## config.mk

```make
export PLATFORM = sky130hd
export DESIGN_NAME = fetch_stage
export DESIGN_NICKNAME = d
export VERILOG_FILES = /design/src/cpu_pkg.sv /design/src/fetch_stage.sv
export VERILOG_INCLUDE_DIRS = /design/src
export SDC_FILE = /design/constraint.sdc
export NUM_CORES = 1
export LEC_CHECK = 0
export BUFFER_PORTS_ARGS = -buffer_cell sky130_fd_sc_hd__buf_2
export CAP_MARGIN = 20
export CELL_PAD_IN_SITES_DETAIL_PLACEMENT = 0
export CELL_PAD_IN_SITES_GLOBAL_PLACEMENT = 2
export CORE_MARGIN = 2
export CORE_UTILIZATION = 27
export DETAILED_ROUTE_END_ITERATION = 12
export GPL_TIMING_DRIVEN = 0
export PLACE_DENSITY_LB_ADDON = 0.1
export SLEW_MARGIN = 5
export SYNTH_ARGS = -nofsm -noshare
export SYNTH_HDL_FRONTEND = slang
export SYNTH_SLANG_ARGS = --single-unit
```

## constraint.sdc

```tcl
create_clock -name cpuclk -period 6.5 [get_ports cpuclk]
set_clock_uncertainty 0.15 [all_clocks]
set_input_delay 1.3 -clock cpuclk [delete_from_list [all_inputs] [get_ports cpuclk]]
set_output_delay 1.3 -clock cpuclk [all_outputs]
set_load 0.01 [all_outputs]
```

## src/cpu_params.svh

```systemverilog
`ifndef CPU_PARAMS_SVH
`define CPU_PARAMS_SVH

`define IMEM_DEPTH       256
`define DMEM_DEPTH       256
`define MMIO_SWITCH_ADDR 32'hffff_fff0
`define MMIO_LED_ADDR    32'hffff_fff4
`define LED_WIDTH        8
`define RESET_PC         32'h0000_0000

`endif

```

## src/cpu_pkg.sv

```systemverilog
`default_nettype none

package cpu_pkg;

    typedef logic [31:0] data_t;
    typedef logic [4:0]  reg_idx_t;
    typedef logic [2:0]  funct3_t;

    typedef enum logic [2:0] {
        alu_add,
        alu_sub,
        alu_and,
        alu_or,
        alu_xor,
        alu_slt,
        alu_pass_b      // lui passes the immediate through.
    } alu_op_e;

    typedef enum logic [6:0] {
        op_load   = 7'b0000011,
        op_imm    = 7'b0010011,
        op_store  = 7'b0100011,
        op_reg    = 7'b0110011,
        op_lui    = 7'b0110111,
        op_branch = 7'b1100011,
        op_jal    = 7'b1101111
    } opcode_e;

endpackage

`default_nettype wire

```

## src/fetch_stage.sv

```systemverilog
`default_nettype none
`include "cpu_params.svh"

module fetch_stage (
    input  logic           cpuclk,
    input  logic           rst_n,
    input  logic           redirect,
    input  cpu_pkg::data_t redirect_pc,
    output cpu_pkg::data_t fetch_pc,
    input  cpu_pkg::data_t fetch_inst,
    output logic           id_valid,
    output cpu_pkg::data_t id_pc,
    output cpu_pkg::data_t id_inst
);

    // predict not taken, redirect comes late from execute.
    always_ff @(posedge cpuclk) begin
        if (!rst_n) begin
            fetch_pc <= `RESET_PC;
        end else if (redirect) begin
            fetch_pc <= redirect_pc;
        end else begin
            fetch_pc <= fetch_pc + 32'd4;
        end
    end

    always_ff @(posedge cpuclk) begin
        if (!rst_n) begin
            id_valid <= 1'b0;
        end else begin
            id_valid <= !redirect; // wrong-path slot killed.
        end
    end

    always_ff @(posedge cpuclk) begin
        id_pc   <= fetch_pc;
        id_inst <= fetch_inst;
    end

endmodule

`default_nettype wire

```

==> results.yml <==
place:
  gp_congestion: 0.751
  port_buffers: 163
  hpwl_microns: 6900
  place_ws_ns: 3.47
sta:
  finalHoldWorstSlack_ns: 0.220
  finalCritPeriodShare_pct: 39.9
  layout_min_cycle_time_ns: 2.60
  setup_ws_ns: 3.90
  hold_viol: 0
  slew_violations: 0
  worst_slew_pin_slew_ns: 0.663
  setup-tns-final_ns: 0
  setup_viol: 0
  maxSlewHeadroom_pct: 55.8
  fmax_mhz: 385
  grt_setup_unrepaired: "false"
critical_path:
  path_cells: "buf_2, clkbuf_1, clkbuf_1, o21ai_0, and2_1"
  critPathBufInv: 3
  cpPeakStageDelay_ns: 0.51
  cp.required_ns: 6.60
  cp_slowest_cell: "clkbuf_1"
  reg2reg_slack_ns: 4.12
  endpoint_kind: "flop"
  r2r_cells: 6
  crit_fanout: 10
  crit_path_start_kind: "primary input"
  critPathTopFamily: "buffers and inverters"
  cp.depth: 5
  cp.arrival_ns: 2.69
  critPathKind: "in2reg"
  critPathMostFrequentCell: "clkbuf_1"
power_and_ir_drop:
  ir_drop_mv: 0.154
  power.density_nw_per_um2: 293
  p_leak_uw: 0.00201
  fin_total_pwr_uw: 1290
logic_synthesis:
  synth_edf_count: 0
  ys_ff_latch: 97
  syn-num-nets: 357
  ys_async_sr_fraction_pct: 0
  ys.flop_type: "dfxtp_1"
  synth_cell_types: 38
  syn_area_sq_um: 3130
  ys_seq_area_share_pct: 62.0
  syn_avg_cell_area_sq_um: 10.8
  yosys_warnings: 0
  synth_cells: 289
routing:
  vias: 2803
  ant_nets: 0
  drt-initial-drc-count: 111
  drt-vias-per-instance: 4.59
  drc: 0
  totalWireLength_microns: 9500
  wl_per_cell_microns: 15.5
  first_pass_iters: 4
final_layout:
  seqCellArea_sq_um: 1940
  final.fill_count: 1184
  multi_input_area_sq_um: 1100
  final_layout_size_suffix_gt1_share_pct: 39.1
  n_antenna_cell: 0
  area_growth_pct: 40.6
  num-nets-final: 531
  fin_util_pct: 38.7
floorplan:
  core.rowCount: 39
  ioPinCount: 164
  start_util_pct: 27.5
  dieArea_sq_um: 12500
  coreArea_sq_um: 11400
  die_x_microns: 112
  die_y_microns: 112
clock_network:
  clock_sink_count: 97
  cts.clk_slew.worst_paths_ns: 0.07
  postCtsHoldBufs: 0
  cts_tree: "done"
  clock_path_buffers: 2
  numCtsBuffers: 9
  clockRootBuffer: "clkbuf_16"
  htreeDepth: 3
  cts_setup_buffers: 0
  post_cts_resized: 0
  clk_latency_ns: 0.35
job:
  cap_violations: 0
hold_path:
  hold_path_class: "reg2reg"
  worstHoldPathCells: 0
grt:
  grt_pass1_wl_microns: 14800
  grt_pass1_vias: 2633
  grt_overflow_total: 0
  grt_usage_pct: 15.4
  grt_max_degree: 18
  antenna_found_initial: 0
status:
  status: "finished clean"
-- final timing paths --
check | from | to
setup / recovery | redirect | fetch_pc[2]$_SDFF_PN0_
hold / removal | fetch_pc[0]$_SDFFE_PN0P_ | id_pc[0]$_DFF_P_
setup reg to reg | fetch_pc[2]$_SDFF_PN0_ | fetch_pc[24]$_SDFF_PN0_
hold reg to reg | fetch_pc[0]$_SDFFE_PN0P_ | id_pc[0]$_DFF_P_
-- metal layers --
metal	up-vias	GRT usage, %	share of wire, %
met5	-	0	0
met4	0	7.16	2.1
met3	13	4.14	8.2
met2	124	22.8	43
met1	1258	21.0	46
li1	1408	-	-
-- metrics by stage --
step | instances | area (sq um)
global route | 611 | 4400
global placement | 595 | 4130
floorplan | 289 | 3130
CTS | 611 | 4400
finish | 611 | 4400
detailed placement | 595 | 4130
-- cell usage in the layout, fill, tap and decap left out, types with 4 or more instances in the layout --
cell       synthesis  layout
nor4_1            14      14
a21oi_1            6       6
nand4_1            8       8
nand3_1            9       9
xor2_1             4       4
a31oi_1            6       6
clkbuf_1          14      14
nand2b_1           5       5
o21ai_0           19      19
nor2_1             8       8
nand2_1           19      19
xnor2_1            7       7
nor2b_1            7       7
o211a_1            6       6
buf_2              1     164
dfxtp_1           97      97
inv_1              4       4
nor3_1             9       9
o31ai_1            6       6
or4_1              5       5
clkbuf_16          0       9
-- report_power, final --
group          internal (uW)  switching (uW)  total (uW)
combinational           58.5            63.9         122
sequential               633            28.2         661
clock                    264             241         505
-- sequential cells by signal (all words and copies together), names as in the netlist --
register  cells
id_valid      1
id_inst      32
id_pc        32
fetch_pc     32
-- cell usage after synthesis, types with 3 or more instances --
cell type / number / share of area, %
nor2b_1: 7 / 1.4
and3_1: 3 / 0.60
or4_1: 5 / 1.2
o31a_1: 3 / 0.84
nor2_1: 8 / 0.96
xor2_1: 4 / 1.1
o311a_1: 3 / 0.96
mux2i_1: 3 / 0.96
xnor2_1: 7 / 2.0
a211oi_1: 3 / 0.72
nand4_1: 8 / 1.6
nand3_1: 9 / 1.4
a21oi_1: 6 / 0.96
dfxtp_1: 97 / 62
nor3_1: 9 / 1.4
nor4_1: 14 / 2.8
clkbuf_1: 14 / 1.7
nand2b_1: 5 / 1.0
o21ai_0: 19 / 3.0
and2_1: 3 / 0.60
o31ai_1: 6 / 1.4
nand2_1: 19 / 2.3
inv_1: 4 / 0.48
and4_1: 3 / 0.84
o211a_1: 6 / 1.9
a31oi_1: 6 / 1.2
-- cell type report --
| type | count | area share, % |
|---|---|---|
| clock inverters | 7 | 1.19 |
| plain buffers | 16 | 1.56 |
| flip-flops and latches | 97 | 44.1 |
| clock buffers | 9 | 5.12 |
| repair buffers | 163 | 18.5 |
| well taps | 143 | 4.06 |
| inverters | 4 | 0.341 |
| multi-input cells | 172 | 25.1 |
-- kinds of logic (layout without fill, tap and decap cells) --
group                    after synthesis  after routing  share of synthesized area (%)
AO/OA/AOI/OAI                         58             58                           12.9
XOR/XNOR                              11             11                           3.08
adder cells (fa/ha/maj)                1              1                          0.400
buffers and inverters                 20            199                           2.68
flip-flops                            97             97                           62.0
multiplexers                           3              3                          0.959
AND/OR/NAND/NOR                       99             99                           17.9
No activity file was read; power rests on OpenSTA's default activity.
