File: src/cpu_params.svh
`ifndef CPU_PARAMS_SVH
`define CPU_PARAMS_SVH

`define IMEM_DEPTH       256
`define DMEM_DEPTH       256
`define MMIO_SWITCH_ADDR 32'hffff_fff0
`define MMIO_LED_ADDR    32'hffff_fff4
`define LED_WIDTH        8
`define RESET_PC         32'h0000_0000

`endif

File: src/cpu_pkg.sv
`default_nettype none

package cpu_pkg;

    typedef logic [31:0] data_t;
    typedef logic [4:0]  reg_idx_t;
    typedef logic [2:0]  funct3_t;

    typedef enum logic [2:0] {
        alu_add,
        alu_sub,
        alu_and,
        alu_or,
        alu_xor,
        alu_slt,
        alu_pass_b      // lui passes the immediate through.
    } alu_op_e;

    typedef enum logic [6:0] {
        op_load   = 7'b0000011,
        op_imm    = 7'b0010011,
        op_store  = 7'b0100011,
        op_reg    = 7'b0110011,
        op_lui    = 7'b0110111,
        op_branch = 7'b1100011,
        op_jal    = 7'b1101111
    } opcode_e;

endpackage

`default_nettype wire

File: src/pipe_if.sv
`default_nettype none

interface ex_bus_if;
    import cpu_pkg::*;
    logic     valid;
    data_t    pc;
    alu_op_e  alu_op;
    data_t    rs1_data, rs2_data, imm;
    reg_idx_t rs1, rs2, rd;
    logic     use_imm, reg_write, mem_read, mem_write;
    logic     is_branch, branch_ne, is_jal;

    modport producer (
        output valid, pc, alu_op, rs1_data, rs2_data, imm, rs1, rs2, rd,
               use_imm, reg_write, mem_read, mem_write, is_branch, branch_ne, is_jal
    );
    modport consumer (
        input valid, pc, alu_op, rs1_data, rs2_data, imm, rs1, rs2, rd,
              use_imm, reg_write, mem_read, mem_write, is_branch, branch_ne, is_jal
    );
endinterface


`default_nettype wire

File: src/decode_stage.sv
`default_nettype none

module decode_stage (
    input  logic              cpuclk,
    input  logic              rst_n,
    input  logic              id_valid,
    input  cpu_pkg::data_t    id_pc,
    input  cpu_pkg::data_t    id_inst,
    input  logic              redirect,
    output cpu_pkg::reg_idx_t rs1,
    output cpu_pkg::reg_idx_t rs2,
    input  cpu_pkg::data_t    rs1_data,
    input  cpu_pkg::data_t    rs2_data,
    ex_bus_if.producer        ex
);
    import cpu_pkg::*;

    reg_idx_t rd;
    funct3_t  funct3;
    alu_op_e  d_alu_op;
    data_t    d_imm;
    logic     d_use_imm, d_reg_write, d_mem_read, d_mem_write;
    logic     d_is_branch, d_branch_ne, d_is_jal;

    assign rs1    = id_inst[19:15];
    assign rs2    = id_inst[24:20];
    assign rd     = id_inst[11:7];
    assign funct3 = id_inst[14:12];

    always_comb begin
        d_alu_op    = alu_add;
        d_imm       = '0;
        d_use_imm   = 1'b0;
        d_reg_write = 1'b0;
        d_mem_read  = 1'b0;
        d_mem_write = 1'b0;
        d_is_branch = 1'b0;
        d_branch_ne = 1'b0;
        d_is_jal    = 1'b0;
        case (id_inst[6:0])
            op_lui: begin
                d_alu_op    = alu_pass_b;
                d_use_imm   = 1'b1;
                d_reg_write = 1'b1;
                d_imm       = {id_inst[31:12], 12'b0};
            end
            op_imm: begin
                d_use_imm   = 1'b1;
                d_reg_write = (funct3 == 3'b000); // addi only.
                d_imm       = {{20{id_inst[31]}}, id_inst[31:20]};
            end
            op_reg: begin
                d_reg_write = 1'b1;
                case (funct3)
                    3'b000:  d_alu_op = id_inst[30] ? alu_sub : alu_add;
                    3'b010:  d_alu_op = alu_slt;
                    3'b100:  d_alu_op = alu_xor;
                    3'b110:  d_alu_op = alu_or;
                    3'b111:  d_alu_op = alu_and;
                    default: d_reg_write = 1'b0;
                endcase
            end
            op_load: begin
                d_use_imm   = 1'b1;
                d_mem_read  = (funct3 == 3'b010);
                d_reg_write = (funct3 == 3'b010);
                d_imm       = {{20{id_inst[31]}}, id_inst[31:20]};
            end
            op_store: begin
                d_use_imm   = 1'b1;
                d_mem_write = (funct3 == 3'b010);
                d_imm       = {{20{id_inst[31]}}, id_inst[31:25], id_inst[11:7]};
            end
            op_branch: begin
                d_is_branch = (funct3[2:1] == 2'b00); // beq, bne.
                d_branch_ne = funct3[0];
                d_imm = {{19{id_inst[31]}}, id_inst[31], id_inst[7], id_inst[30:25],
                         id_inst[11:8], 1'b0};
            end
            op_jal: begin
                d_is_jal    = 1'b1;
                d_reg_write = 1'b1;
                d_imm = {{11{id_inst[31]}}, id_inst[31], id_inst[19:12], id_inst[20],
                         id_inst[30:21], 1'b0};
            end
            default: ;
        endcase
        if (rd == '0) begin
            d_reg_write = 1'b0; // x0 writes dropped here.
        end
    end

    always_ff @(posedge cpuclk) begin
        if (!rst_n) begin
            ex.valid <= 1'b0;
        end else begin
            ex.valid <= id_valid && !redirect;
        end
    end

    always_ff @(posedge cpuclk) begin
        ex.pc        <= id_pc;
        ex.alu_op    <= d_alu_op;
        ex.rs1_data  <= rs1_data;
        ex.rs2_data  <= rs2_data;
        ex.imm       <= d_imm;
        ex.rs1       <= rs1;
        ex.rs2       <= rs2;
        ex.rd        <= rd;
        ex.use_imm   <= d_use_imm;
        ex.reg_write <= d_reg_write;
        ex.mem_read  <= d_mem_read;
        ex.mem_write <= d_mem_write;
        ex.is_branch <= d_is_branch;
        ex.branch_ne <= d_branch_ne;
        ex.is_jal    <= d_is_jal;
    end

endmodule

`default_nettype wire

File: src/flat_wrapper.sv
// flat-port wrapper written by rule: the top's interface ports become plain ports
module decode_stage_flat import cpu_pkg::*;
  (cpuclk, rst_n, id_valid, id_pc, id_inst, redirect, rs1, rs2, rs1_data, rs2_data, ex_valid, ex_pc, ex_alu_op, ex_rs1_data, ex_rs2_data, ex_imm, ex_rs1, ex_rs2, ex_rd, ex_use_imm, ex_reg_write, ex_mem_read, ex_mem_write, ex_is_branch, ex_branch_ne, ex_is_jal);
  ex_bus_if ex_i ();
  input  logic cpuclk;
  input  logic rst_n;
  input  logic id_valid;
  input  cpu_pkg::data_t id_pc;
  input  cpu_pkg::data_t id_inst;
  input  logic redirect;
  output cpu_pkg::reg_idx_t rs1;
  output cpu_pkg::reg_idx_t rs2;
  input  cpu_pkg::data_t rs1_data;
  input  cpu_pkg::data_t rs2_data;
  output wire logic [$bits(ex_i.valid)-1:0] ex_valid;
  output wire logic [$bits(ex_i.pc)-1:0] ex_pc;
  output wire logic [$bits(ex_i.alu_op)-1:0] ex_alu_op;
  output wire logic [$bits(ex_i.rs1_data)-1:0] ex_rs1_data;
  output wire logic [$bits(ex_i.rs2_data)-1:0] ex_rs2_data;
  output wire logic [$bits(ex_i.imm)-1:0] ex_imm;
  output wire logic [$bits(ex_i.rs1)-1:0] ex_rs1;
  output wire logic [$bits(ex_i.rs2)-1:0] ex_rs2;
  output wire logic [$bits(ex_i.rd)-1:0] ex_rd;
  output wire logic [$bits(ex_i.use_imm)-1:0] ex_use_imm;
  output wire logic [$bits(ex_i.reg_write)-1:0] ex_reg_write;
  output wire logic [$bits(ex_i.mem_read)-1:0] ex_mem_read;
  output wire logic [$bits(ex_i.mem_write)-1:0] ex_mem_write;
  output wire logic [$bits(ex_i.is_branch)-1:0] ex_is_branch;
  output wire logic [$bits(ex_i.branch_ne)-1:0] ex_branch_ne;
  output wire logic [$bits(ex_i.is_jal)-1:0] ex_is_jal;
  assign ex_valid = ex_i.valid;
  assign ex_pc = ex_i.pc;
  assign ex_alu_op = ex_i.alu_op;
  assign ex_rs1_data = ex_i.rs1_data;
  assign ex_rs2_data = ex_i.rs2_data;
  assign ex_imm = ex_i.imm;
  assign ex_rs1 = ex_i.rs1;
  assign ex_rs2 = ex_i.rs2;
  assign ex_rd = ex_i.rd;
  assign ex_use_imm = ex_i.use_imm;
  assign ex_reg_write = ex_i.reg_write;
  assign ex_mem_read = ex_i.mem_read;
  assign ex_mem_write = ex_i.mem_write;
  assign ex_is_branch = ex_i.is_branch;
  assign ex_branch_ne = ex_i.branch_ne;
  assign ex_is_jal = ex_i.is_jal;
  decode_stage u_core (.cpuclk(cpuclk), .rst_n(rst_n), .id_valid(id_valid), .id_pc(id_pc), .id_inst(id_inst), .redirect(redirect), .rs1(rs1), .rs2(rs2), .rs1_data(rs1_data), .rs2_data(rs2_data), .ex(ex_i));
endmodule
File: config.mk
export PLATFORM = sky130hd
export DESIGN_NAME = decode_stage_flat
export DESIGN_NICKNAME = d
export VERILOG_FILES = /design/src/cpu_params.svh /design/src/cpu_pkg.sv /design/src/pipe_if.sv /design/src/decode_stage.sv /design/src/flat_wrapper.sv
export SDC_FILE = /design/constraint.sdc
export NUM_CORES = 1
export LEC_CHECK = 0
export ABC_CLOCK_PERIOD_IN_PS = 1600
export BUFFER_PORTS_ARGS = -buffer_cell sky130_fd_sc_hd__clkbuf_2
export CAP_MARGIN = 20
export CORE_AREA = 2 2 116 118
export DETAILED_ROUTE_END_ITERATION = 10
export DIE_AREA = 0 0 118 120
export HOLD_SLACK_MARGIN = 0.02
export PLACE_DENSITY = 0.72
export SYNTH_ARGS = -nofsm -noshare
export SYNTH_HDL_FRONTEND = slang
export SYNTH_SLANG_ARGS = --single-unit
File: constraint.sdc
create_clock -name cpuclk -period 1.6 [get_ports cpuclk]
set_input_delay 0.08 -clock cpuclk [delete_from_list [all_inputs] [get_ports cpuclk]]
set_output_delay 0.08 -clock cpuclk [all_outputs]
set_load 0.02 [all_outputs]
==> implementation parameters <==
Parameter                              Value

Logic synthesis
  Per-instance average area after synthesis    about 15 µm²
  Post-synthesis share of cell area spent on xor and xnor gates    0.232%
  Combinational family with the most area after synthesis    compound AO/OA/AOI/OAI gates
  Mapped Cells    254
  Synth warnings    0
  Syn nets    slightly below 400
  Area fraction in and, or, nand and nor cells after synthesis    ~7.0%
  Synth Area in Compound Gates    between 7 and 8%
  Synth Register Bits    about 150
  Synth area leaders    dfxtp_1 (82%), a21o_1 (3.8%), buf_4 (2.0%)
  Adder and majority gate portion of the synthesized area    0%
  Post-synthesis instance area    3780 µm²
  Yosys top cell by area    dfxtp_1
  Proportion of synthesized chip area in sequential cells    between 80 and 90%
  Post-synth cell types    37
  Multiplexer share of the synthesized area    0%
  Synth Flop Type    dfxtp_1
  Share of the synthesized area in the top cell type    81.6%
  Fraction of registers with async set or reset after synthesis    0%
  Count of flip-flops with a built-in enable after synthesis    0

Setup path
  Endpoint type of the worst setup path    register
  Sort of element at the start of the critical path    primary input
  Worst EP required    1.96 ns
  CP startpoint    id_inst[6]
  Highest-delay cell along the critical path    dlygate4sd3_1
  Worst Setup Path Type    in2reg
  Top fanout value on the critical path    6
  Largest incremental delay on the critical path    roughly 0.56 ns
  Cell breakdown of the critical path    dlygate4sd3_1 -> or3_4 -> or3_4 -> a21oi_2 -> a21o_1
  Most numerous cell on the critical path    or3_4
  Arrival time at the worst endpoint    1.93 ns

Power
  Leakage    3.67 nW
  Power density of the placed cells    between 1000 and 1500 nW/µm²
  Worst VDD drop    0.590 mV
  Design Power    about 8.6 mW

Drt
  Wire length per cell    15.6 µm
  First DRT Iteration DRCs    ~130
  Routed vias/inst    4.11
  Antenna viol nets, final    0
  Initial DRT Pass Iterations    4
  Count of vias placed by the detailed router    about 3600
  Number of DRC violations after detailed routing    0
  Total Wirelength    roughly 14 mm

Layout
  Most used cells in the layout excluding fill and tap cells    clkbuf_2 (294), dfxtp_1 (154), dlygate4sd3_1 (124)
  Synthesis-to-finish area growth    90.1%
  Ratio of cells with drive above 1 in the final layout    about half
  Final Non-Filler Cells    about 870
  Most frequent standard cell in the layout excluding fill and tap cells    clkbuf_2
  Number of fillers in the final layout    between 1000 and 1500
  Post-route standard cell area excluding fillers    approximately 7200 µm²
  Number of nets in the final layout    ~810

Place
  Number of input and output port buffers inserted    a little under 300
  Worst setup timing slack at the placement stage    ~0.13 ns
  Placed cell area    5390 µm²
  RePlAce Congestion    roughly 0.83
  Total half-perimeter wirelength after legalization and detailed placement    approximately 8.8 mm
  Placed cell count    between 700 and 800

Clocking
  Number of H-tree branching levels    4
  Maximum buffer depth of the clock tree    2
  CTS tree    built
  Clock sink count    about 150
  Clk root buf    clkbuf_16
  Post-CTS clock slew at the launch and capture registers of the worst setup and hold paths    around 0.06 ns
  Number of buffers created by CTS    17

Global routing
  Remaining global-route overflow    0
  Total routing usage reported by global routing    a little under a fifth
  Vias in the first global route    3816
  Antenna violations before repair    1
  Wire length of the first global-routing pass    around 20 mm
  Pin count of the biggest net entering global routing    17

Floorplan
  Core ar.    approximately 13000 µm²
  Top-level I/O count    296
  Die height    120 µm
  Std-Cell Rows    42
  Starting density of the core    29.1%
  Die Wd    118 µm
  Full die area    approximately 14000 µm²

STA
  Final Max Slew Viols    0
  Shortest clock period the worst path allows after layout    1.57 ns
  Highest clock rate    0.637 GHz
  Unrepaired setup endpoints after global routing    no
  Smallest setup slack after layout    approximately 0.031 ns
  Relative slew margins    roughly three quarters
  Fin. Hold Viols    0
  Endpoints failing setup    0
  Share of the clock period used by the worst path after layout    between 90% and 100%
  Setup tns final    0 ns
  Slew at the pin closest to its max-slew limit    0.382 ns

Outcome
  Run status    completed

Flow run
  Maxcap violations    0

Hold path
  Worst min-delay path category    in2reg
  Startpoint of the worst hold path    id_inst[2]
[synth_stat cells, types with 2 or more instances]
master / number
buf_6: 2
nor2b_1: 7
dfxtp_1: 154
nand2_1: 8
inv_1: 2
nor3_1: 3
and3_1: 3
clkbuf_1: 4
o21ai_1: 2
a21oi_4: 2
a21o_1: 19
nor4b_1: 2
a22o_1: 4
o21a_1: 2
nor2_1: 5
a21oi_1: 5
buf_4: 10
[power by group]
group	internal [mW]	switching [mW]
sequential	4.00	0.0482
combinational	0.449	0.470
clock	2.01	1.61
[path summary, 6_finish.rpt]
path | end | cells after the start
max | u_core.ex.imm[28] | 5
min | u_core.ex.alu_op[2] | 3
[registers in the layout, summed over array words and instances, names as in the netlist]
| signal | cells |
|---|---|
| u_core.ex.rs2_data | 32 |
| u_core.ex.use_imm | 1 |
| u_core.ex.branch_ne | 1 |
| u_core.ex.rs2 | 5 |
| u_core.ex.rd | 5 |
| u_core.ex.rs1_data | 32 |
| u_core.ex.alu_op | 3 |
| u_core.ex.is_branch | 1 |
| u_core.ex.is_jal | 1 |
| u_core.ex.mem_write | 1 |
| u_core.ex.pc | 32 |
| u_core.ex.rs1 | 5 |
| u_core.ex.reg_write | 1 |
| u_core.ex.mem_read | 1 |
| u_core.ex.valid | 1 |
| u_core.ex.imm | 32 |
[critical path: cells and delay by family]
family	cells	cell delay (ns)
buf+inv	1	0.56
compound gates	2	0.43
simple gates	2	0.85
[cells by family after synthesis]
group | count (synthesis)
compound gates | 38
xor+xnor | 1
buf+inv | 19
flops | 154
simple gates | 42
[routing by layer]
layer  vias to the layer above  share of wire, %  GRT usage [%]
met4                         0               3.1           9.56
met5                         -                 0              0
met3                        37               7.1           7.03
met2                       199                56           36.0
met1                      1649                34           17.1
li1                       1690                 -              -
[area by class of cell]
cell class / count / area [µm²] / share of cell area [%]
clock buffer: 18 / 429 / 5.98
tap: 176 / 220 / 3.07
timing repair buffer: 422 / 2740 / 38.2
clock inverter: 14 / 113 / 1.57
antenna: 1 / 2.50 / 0.0348
sequential: 154 / 3080 / 42.9
multi-input combinational: 82 / 584 / 8.14
inverter: 2 / 7.51 / 0.105
[per-stage QoR]
| stage | hold WS (ns) | util, % |
|---|---|---|
| after floorplan | 0.108 | - |
| after global placement | 0.183 | 41.5 |
| after detailed placement | 0.184 | 41.5 |
| after CTS | 0.0322 | 55.2 |
| after global routing | 0.0552 | 55.3 |
| final | 0.0708 | 55.3 |
[timing repair]
item	CTS	global route
hold buffers	124	0
setup endpoints to repair	0	20
setup buffers	0	0
hold endpoints to repair	147	0
resized for setup	0	2
(Power assumes the default switching activity.)
